==> config.mk <==
export PLATFORM = sky130hd
export DESIGN_NAME = board_disp
export DESIGN_NICKNAME = d
export VERILOG_FILES = /design/src/common/board_pkg.sv /design/src/board_disp/board_disp.sv
export SDC_FILE = /design/constraint.sdc
export NUM_CORES = 1
export LEC_CHECK = 0
export BUFFER_PORTS_ARGS = -buffer_cell sky130_fd_sc_hd__buf_2
export CAP_MARGIN = 10
export CORE_MARGIN = 3
export CORE_UTILIZATION = 44
export DETAILED_ROUTE_END_ITERATION = 8
export GPL_TIMING_DRIVEN = 1
export SLEW_MARGIN = 20
export SYNTH_ARGS = -nofsm -noshare
export SYNTH_HDL_FRONTEND = slang
export SYNTH_SLANG_ARGS = --single-unit
==> constraint.sdc <==
create_clock -name clk_cpu -period 4.4 [get_ports clk_cpu]
set_input_delay 0.88 -clock clk_cpu [delete_from_list [all_inputs] [get_ports clk_cpu]]
set_output_delay 0.88 -clock clk_cpu [all_outputs]
set_load 0.01 [all_outputs]
==> src/common/board_pkg.sv <==
package board_pkg;

	// one word of slide switches
	typedef logic [15:0] switch_t;

	// one button row
	typedef logic [3:0] btn_t;

	// eight hex nibbles, digit 7 in the top nibble
	typedef logic [31:0] disp_data_t;

	// led pattern, led 15 shifted first
	typedef logic [15:0] led_t;

	// frame event counter, shown on digits 7..4
	typedef logic [15:0] event_cnt_t;

	// one digit, active low
	// bit 7 is the decimal point, bits 6..0 are segments g..a
	typedef logic [7:0] seg_t;

	// display serializer states
	typedef enum logic [1:0] {
		idle,
		shift_seg,
		shift_led,
		latch
	} disp_state_t;

	// bits per frame on each serial chain
	localparam int SEG_BITS = 64;
	localparam int LED_BITS = 16;

	// nibble to segment pattern, decimal point off
	function automatic seg_t hex_to_seg(input logic [3:0] nib);
		logic [6:0] on;
		// active high gfedcba first
		case (nib)
			4'h0: on = 7'h3f;
			4'h1: on = 7'h06;
			4'h2: on = 7'h5b;
			4'h3: on = 7'h4f;
			4'h4: on = 7'h66;
			4'h5: on = 7'h6d;
			4'h6: on = 7'h7d;
			4'h7: on = 7'h07;
			4'h8: on = 7'h7f;
			4'h9: on = 7'h6f;
			4'ha: on = 7'h77;
			4'hb: on = 7'h7c;
			4'hc: on = 7'h39;
			4'hd: on = 7'h5e;
			4'he: on = 7'h79;
			default: on = 7'h71;
		endcase
		// segments sink current, so invert
		return {1'b1, ~on};
	endfunction

endpackage

==> src/board_disp/board_disp.sv <==
`timescale 1ns/1ps

module board_disp import board_pkg::*; #(
	parameter int SHIFT_DIV = 5
) (
	input  logic       clk_cpu,
	input  logic       rst_n_i,
	input  logic       disp_valid_i,
	output logic       disp_ready_o,
	input  disp_data_t disp_data_i,
	input  led_t       disp_led_i,
	output logic       seg_clk_o,
	output logic       seg_do_o,
	output logic       seg_pen_o,
	output logic       seg_clr_n_o,
	output logic       led_clk_o,
	output logic       led_do_o,
	output logic       led_pen_o,
	output logic       led_clr_n_o
);

	localparam int DIV_W = (SHIFT_DIV > 1) ? $clog2(SHIFT_DIV) : 1;
	localparam int BIT_W = $clog2(SEG_BITS);
	localparam logic [DIV_W-1:0] DIV_LAST = DIV_W'(SHIFT_DIV - 1);
	localparam logic [BIT_W-1:0] SEG_LAST = BIT_W'(SEG_BITS - 1);
	localparam logic [BIT_W-1:0] LED_LAST = BIT_W'(LED_BITS - 1);

	disp_state_t state;

	// half period divider for the shift clocks
	logic [DIV_W-1:0] div_cnt;
	logic             tick;
	// bits sent on the current chain
	logic [BIT_W-1:0] bit_cnt;

	logic [SEG_BITS-1:0] seg_sr;
	logic [LED_BITS-1:0] led_sr;
	logic [SEG_BITS-1:0] seg_word;

	logic seg_clk_q;
	logic led_clk_q;
	logic pen_q;
	logic accept;

	assign tick = (div_cnt == DIV_LAST);
	assign disp_ready_o = (state == idle);
	assign accept = disp_valid_i & disp_ready_o;

	// digit 7 lands in the top byte, so it leaves first
	always_comb begin
		for (int i = 0; i < 8; i++) begin
			seg_word[8*i +: 8] = hex_to_seg(disp_data_i[4*i +: 4]);
		end
	end

	// msb of each chain drives the data pin
	assign seg_do_o = seg_sr[SEG_BITS-1];
	assign led_do_o = led_sr[LED_BITS-1];
	assign seg_clk_o = seg_clk_q;
	assign led_clk_o = led_clk_q;
	// both chains latch on the same pulse
	assign seg_pen_o = pen_q;
	assign led_pen_o = pen_q;
	// shift registers are never cleared
	assign seg_clr_n_o = 1'b1;
	assign led_clr_n_o = 1'b1;

	always_ff @(posedge clk_cpu or negedge rst_n_i) begin
		if (!rst_n_i) begin
			state <= idle;
			div_cnt <= '0;
			bit_cnt <= '0;
			seg_sr <= '0;
			led_sr <= '0;
			seg_clk_q <= 1'b0;
			led_clk_q <= 1'b0;
			pen_q <= 1'b0;
		end else begin
			case (state)
				idle: begin
					if (accept) begin
						seg_sr <= seg_word;
						led_sr <= disp_led_i;
						div_cnt <= '0;
						bit_cnt <= '0;
						state <= shift_seg;
					end
				end
				shift_seg: begin
					if (!tick) begin
						div_cnt <= div_cnt + 1'b1;
					end else begin
						div_cnt <= '0;
						if (!seg_clk_q) begin
							// data has settled during the low half
							seg_clk_q <= 1'b1;
						end else begin
							// falling edge moves to the next bit
							seg_clk_q <= 1'b0;
							seg_sr <= {seg_sr[SEG_BITS-2:0], 1'b0};
							if (bit_cnt == SEG_LAST) begin
								bit_cnt <= '0;
								state <= shift_led;
							end else begin
								bit_cnt <= bit_cnt + 1'b1;
							end
						end
					end
				end
				shift_led: begin
					if (!tick) begin
						div_cnt <= div_cnt + 1'b1;
					end else begin
						div_cnt <= '0;
						if (!led_clk_q) begin
							led_clk_q <= 1'b1;
						end else begin
							led_clk_q <= 1'b0;
							led_sr <= {led_sr[LED_BITS-2:0], 1'b0};
							if (bit_cnt == LED_LAST) begin
								bit_cnt <= '0;
								// pen goes high right after the last bit
								pen_q <= 1'b1;
								state <= latch;
							end else begin
								bit_cnt <= bit_cnt + 1'b1;
							end
						end
					end
				end
				latch: begin
					// pen held for one half period
					if (!tick) begin
						div_cnt <= div_cnt + 1'b1;
					end else begin
						div_cnt <= '0;
						pen_q <= 1'b0;
						state <= idle;
					end
				end
				default: begin
					state <= idle;
				end
			endcase
		end
	end

endmodule

# Yosys cells after proc, flatten, opt, wreduce, memory -nomap -nowiden
# Memories as Yosys holds them, arrays and structs flattened.
# Cells that the tools add are included.
classes:
  add_sub_neg: 2
  eq_ne: 14
  n_mux: 35
  bitwise: 9
  n_reduce_logical: 13
op_table:
  columns: ["op", "count"]
  rows:
  - ["two-way mux 64 bit", 3]
  - ["one-hot mux 64 bit (2 select lines)", 1]
  - ["NOT 7 bit", 8]
  - ["two-way mux 16 bit", 3]
  - ["two-way mux 6 bit", 7]
  - ["one-hot mux 16 bit (2 select lines)", 1]
  - ["one-hot mux 6 bit (3 select lines)", 1]
  - ["two-way mux 2 bit", 8]
  - ["inequality test 2 bit (second input constant)", 7]
  - ["one-hot mux 2 bit (4 select lines)", 1]
  - ["AND reduction 4 bit", 2]
  - ["AND reduction 8 bit", 1]
  - ["adder 6 x 1 -> 6 bit (second input constant)", 1]
  - ["== test 6 x 4 -> 1 bit (second input constant)", 1]
  - ["== test 6 bit (second input constant)", 1]
  - ["two-way mux 1 bit", 6]
  - ["two-way mux 3 bit", 2]
  - ["one-hot mux 3 bit (2 select lines)", 1]
  - ["AND reduction 6 bit", 1]
  - ["nonzero test 2 bit", 3]
  - ["AND reduction 5 bit", 1]
  - ["== test 2 bit (second input constant)", 2]
  - ["AND reduction 2 bit", 2]
  - ["adder 3 x 1 -> 3 bit (second input constant)", 1]
  - ["other kinds (8)", 8]
word_totals:
  register_bits: 94
  rom_bits: 896
  out_inout_bits: 9
  elab_cells: 89
  memories: 8
mem_list:
  columns: ["name", "words", "width", "rd", "rd_ports_with_merged_regs", "wr", "line_no", "rtl"]
  rows:
  - ["(no name shown)", 16, 7, 1, 0, 0, "board_pkg.sv:38", "case (nib)"]
  - ["(no name shown)", 16, 7, 1, 0, 0, "board_pkg.sv:38", null]
  - ["(no name shown)", 16, 7, 1, 0, 0, "board_pkg.sv:38", null]
  - ["(no name shown)", 16, 7, 1, 0, 0, "board_pkg.sv:38", null]
  - ["(no name shown)", 16, 7, 1, 0, 0, "board_pkg.sv:38", null]
  - ["(no name shown)", 16, 7, 1, 0, 0, "board_pkg.sv:38", null]
  - ["+2 memories", null, null, null, null, null, null, null]

# Depth between registers and ports, before layout
logic_depth:
  depth_word: 5
  depth_mapped: 9
  mapped_depth_nobuf: 7

# Worst setup path before layout
# OpenSTA, ideal clock, no wires.
synth_path:
  path_type: "register -> register"
  from: "reg state[0]"
  to: "reg seg_sr[17]"
  arrival_time_ns: 1.874
  slack_ns: 2.401
  path_stages_with_launch: 8
  path_cell_list: "dfrtp_1 inv_1 ha_1 nor2b_2 a21oi_4 o21a_1 buf_2 mux2_2"
synth_between:
  elab_chain_cells: 4
synth_lines:
  columns: ["item", "line_no", "rtl"]
  rows:
  - ["start: declaration", "board_disp.sv:28", "disp_state_t state;"]
  - ["start signal: assignment", "board_disp.sv:70", "state <= idle;"]
  - ["start signal: assignment", "board_disp.sv:86", "state <= shift_seg;"]
  - ["start signal: assignment", "board_disp.sv:103", "state <= shift_led;"]
  - ["logical NOT 2 bit (*)", "board_disp.sv:46", "assign disp_ready_o = (state == idle);"]
  - ["net disp_ready_o", "board_disp.sv:9", "output logic disp_ready_o,"]
  - ["bitwise AND 1 bit", "board_disp.sv:47", "assign accept = disp_valid_i & disp_ready_o;"]
  - ["inequality test 2 x 1 -> 1 bit (no line)", null, null]
  - ["AND reduction 4 bit (no line)", null, null]
  - ["end signal: assignment", "board_disp.sv:82", "seg_sr <= seg_word;"]
  - ["end signal: assignment", "board_disp.sv:100", "seg_sr <= {seg_sr[SEG_BITS-2:0], 1'b0};"]
  - ["end: declaration", "board_disp.sv:36", "logic [SEG_BITS-1:0] seg_sr;"]
# The timed path passes the listed nets; every way through them passes the cells marked *.
# A chain may end at the register's enable or synchronous reset.

# Final worst setup path
layout_path:
  from: "reg state[0]"
  to: "reg seg_sr[6]"
layout_between:
  elab_chain_cells: 4
layout_lines:
  columns: ["item", "line_no"]
  rows:
  - ["logical NOT 2 bit", "board_disp.sv:46, board_disp.sv:79"]
  - ["bitwise AND 1 bit", "board_disp.sv:47"]
  - ["inequality test 2 x 1 -> 1 bit (no line)", null]
  - ["AND reduction 4 bit (no line)", null]
# Parallel ways exist; a longest one is shown, timed or not.

==> impl_metrics.toml <==
[outcome]
status = "complete, no violations"

[final_layout]
layout_commonest_cell = "nand2_1"
fin_nets = 828
final_cells = 907
num-fill-cells = 1289
drive_above_1_share_pct = 15.68
final_cell_mix = "98 x nand2_1, 94 x dfrtp_1, 72 x o21ai_0"
area_growth_pct = 10.34
antenna_cells = 0

[floorplanning]
num_io_pins = 60
die-area_mm2 = 0.01591
start_util_pct = 45.39
design.core.area_mm2 = 0.01399
num_rows = 43
die_h_um = 126.1
fp.dieW_um = 126.1

[clock_tree]
clk_pin_slew_ns = 0.07
clk_path_buf_depth = 2
ctsHoldBuffers = 0
cts_setup_buffers = 0
clockRootBuffer = "clkbuf_16"
cts_buffers = 9
cts_resized = 0
clk_latency_ns = 0.34
cts.sink_count = 94
cts_tree = "built"
h-tree-depth = 3

[power_and_ir_drop]
combPwrFrac_pct = 44.8
leakage_nw = 3.190
switching_share_pct = 40.17
power_density_mw_per_mm2 = 575.3
p_sw_mw = 1.619
clockPowerShare_pct = 19.4
peakVddDrop_mv = 0.3011
seq_power_share_pct = 35.7
p_int_mw = 2.411

[timing]
fin_ws_ns = 1.767
fin_skew_ns = 0.006090
final.setup.tns_ns = 0
fmax_mhz = 379.8
worst_pin_slew_ns = 1.018
drv_slew = 0
slew_headroom_pct = 32.13
hold_slack_ns = 0.4769
rsz0062_at_grt = "false"
fin_crit_ns = 2.633
setup_viol_count_final = 0
period_share_pct = 59.84
finalHoldViolCount = 0

[global_routing]
grt_pass1_vias = 4681
antenna_found_initial = 0
grt.overflow.total = 0
grt_start_max_net_pins = 94
grt_pass1_wl_mm = 21.69
track_usage_pct = 16.15

[placed_design]
hpwlAfterDp_mm = 8.952
portBuffers = 57
dp_cells = 891
pre_cts_slack_ns = 1.708
place.gp.congestion = 0.7751

[setup_path]
r2r-end = "seg_sr[6]"
reg2reg_from = "state[0]"
r2r_slack_ns = 1.77
cp_data_arrival_time_ns = 2.86
worstSetupPathType = "register to register"
critPathCaptureType = "register"
reg2reg_depth = 6
worstPathRequired_ns = 4.63
crit_fanout = 22
start_kind = "register"

[min_path]
holdPathEnd = "seg_sr[11]"
hold-path-cell-count = 2
hold_path_startpoint = "seg_sr[11]"
hold_path_class = "register to register"

[synthesis]
synth_top_cell_by_area = "dfrtp_1"
seq_area_frac_synth_pct = 37.04
synth.top_cell.area_share_pct = 37.04
synth-edff-count = 0
synthArstFlopShare_pct = 100.0
ys_ff_latch = 94
yosys_warnings = 0
synth_cell_types = 52
synth_area_leaders = "dfrtp_1 37%, ha_1 11%, mux2i_1 7.6%, nand2_1 5.8%, o21ai_0 5.8%"
synthesis.area_mm2 = 0.006350
postSynthCellCount = 698
ys.flop_type = "dfrtp_1"
avgSynthCellArea_um2 = 9.097

[route]
dr.pass1.iters = 4
drc = 0
drtAntennaViolNets = 0
vias = 4903
viasPerCell = 5.406
wl_per_cell_um = 13.94
drtIter0Drc = 329
wirelength_mm = 12.64

[job]
drv_cap = 0
==> routing by layer <==
layer,up-vias,track usage (%),share of wire [%]
met1,2351,21.72,48
met4,0,5.174,1.3
met2,59,26.70,48
li1,2478,-,-
met3,15,2.714,2.6
met5,-,0,0
==> cell families after synthesis <==
group	Yosys count	share of synthesized area (%)
other cells	1	0.05906
xor+xnor	3	0.4139
flops	94	37.04
simple gates	206	14.78
buf+inv	81	5.281
compound gates	186	18.23
mux	72	13.36
fa+ha+maj	55	10.84
==> cells in the mapped netlist (3+ instances only) <==
master and number:
buf_1 8, o32a_1 7, inv_1 32, and3b_1 3, buf_2 13, a32oi_1 8
mux2i_1 48, mux4_2 8, a311oi_1 6, nand3b_1 8, o22a_1 8, ha_1 55
nor2b_1 10, a22oi_1 5, clkbuf_1 24, mux2_2 14, nor2_1 56, nand2_1 98
o211ai_1 7, a22o_1 5, a21oi_1 50, xnor2_1 3, dfrtp_1 94, o21ai_0 73
nand3_1 4, nand2b_1 14, buf_4 4
==> flip-flops by register name, summed over array words and instances (netlist names) <==
register,flops
seg_sr,64
led_sr,16
bit_cnt,6
div_cnt,3
state,2
led_clk_o,1
led_pen_o,1
seg_clk_o,1
==> power by group through the flow <==
stage | sequential (mW) | clock [mW] | combinational [mW]
2_1_floorplan | 1.40 | 0 | 1.48
3_3_place_gp | 1.44 | 0 | 1.75
3_5_place_dp | 1.46 | 0 | 1.83
4_1_cts | 1.44 | 0.803 | 1.83
5_1_grt | 1.48 | 0.843 | 2.06
6_report | 1.44 | 0.783 | 1.81
==> worst max path at each step <==
stage	startpoint	end	slack, ns	cells after the start
final	state[0]	seg_sr[6]	1.77	6
after detailed placement	state[0]	seg_sr[1]	1.71	6
after CTS	state[0]	seg_sr[6]	1.71	6
after floorplan	state[0]	seg_sr[17]	2.40	7
after global placement	state[0]	seg_sr[62]	1.84	6
after global routing	state[0]	seg_sr[6]	1.58	6
==> worst max-delay path, cell delays in order (launching register included) <==
cell and delay, ns:
dfrtp_1 0.46, inv_1 0.10, ha_1 0.32, nor2b_2 0.23, a21oi_4 0.22, o21a_1 0.77
mux2_2 0.42
==> cell type report <==
| type | count | area, um^2 | area share, % |
|---|---|---|---|
| multi-input cells | 524 | 3690 | 52.66 |
| flip-flops and latches | 94 | 2352 | 33.57 |
| repair buffers | 61 | 321.6 | 4.589 |
| clock buffers | 9 | 225.2 | 3.214 |
| well taps | 180 | 225.2 | 3.214 |
| inverters | 32 | 120.1 | 1.714 |
| clock inverters | 7 | 72.57 | 1.036 |
==> stage by stage <==
stage                     total power, mW  util (%)  instance area [um^2]
final                               4.031     50.09                  7007
after floorplan                     2.876         -                  6354
after global routing                4.385     50.09                  7007
after CTS                           4.076     50.06                  7003
after global placement              3.192     47.93                  6705
after detailed placement            3.284     47.93                  6705
Note: power is estimated with default switching activity, not from simulation.
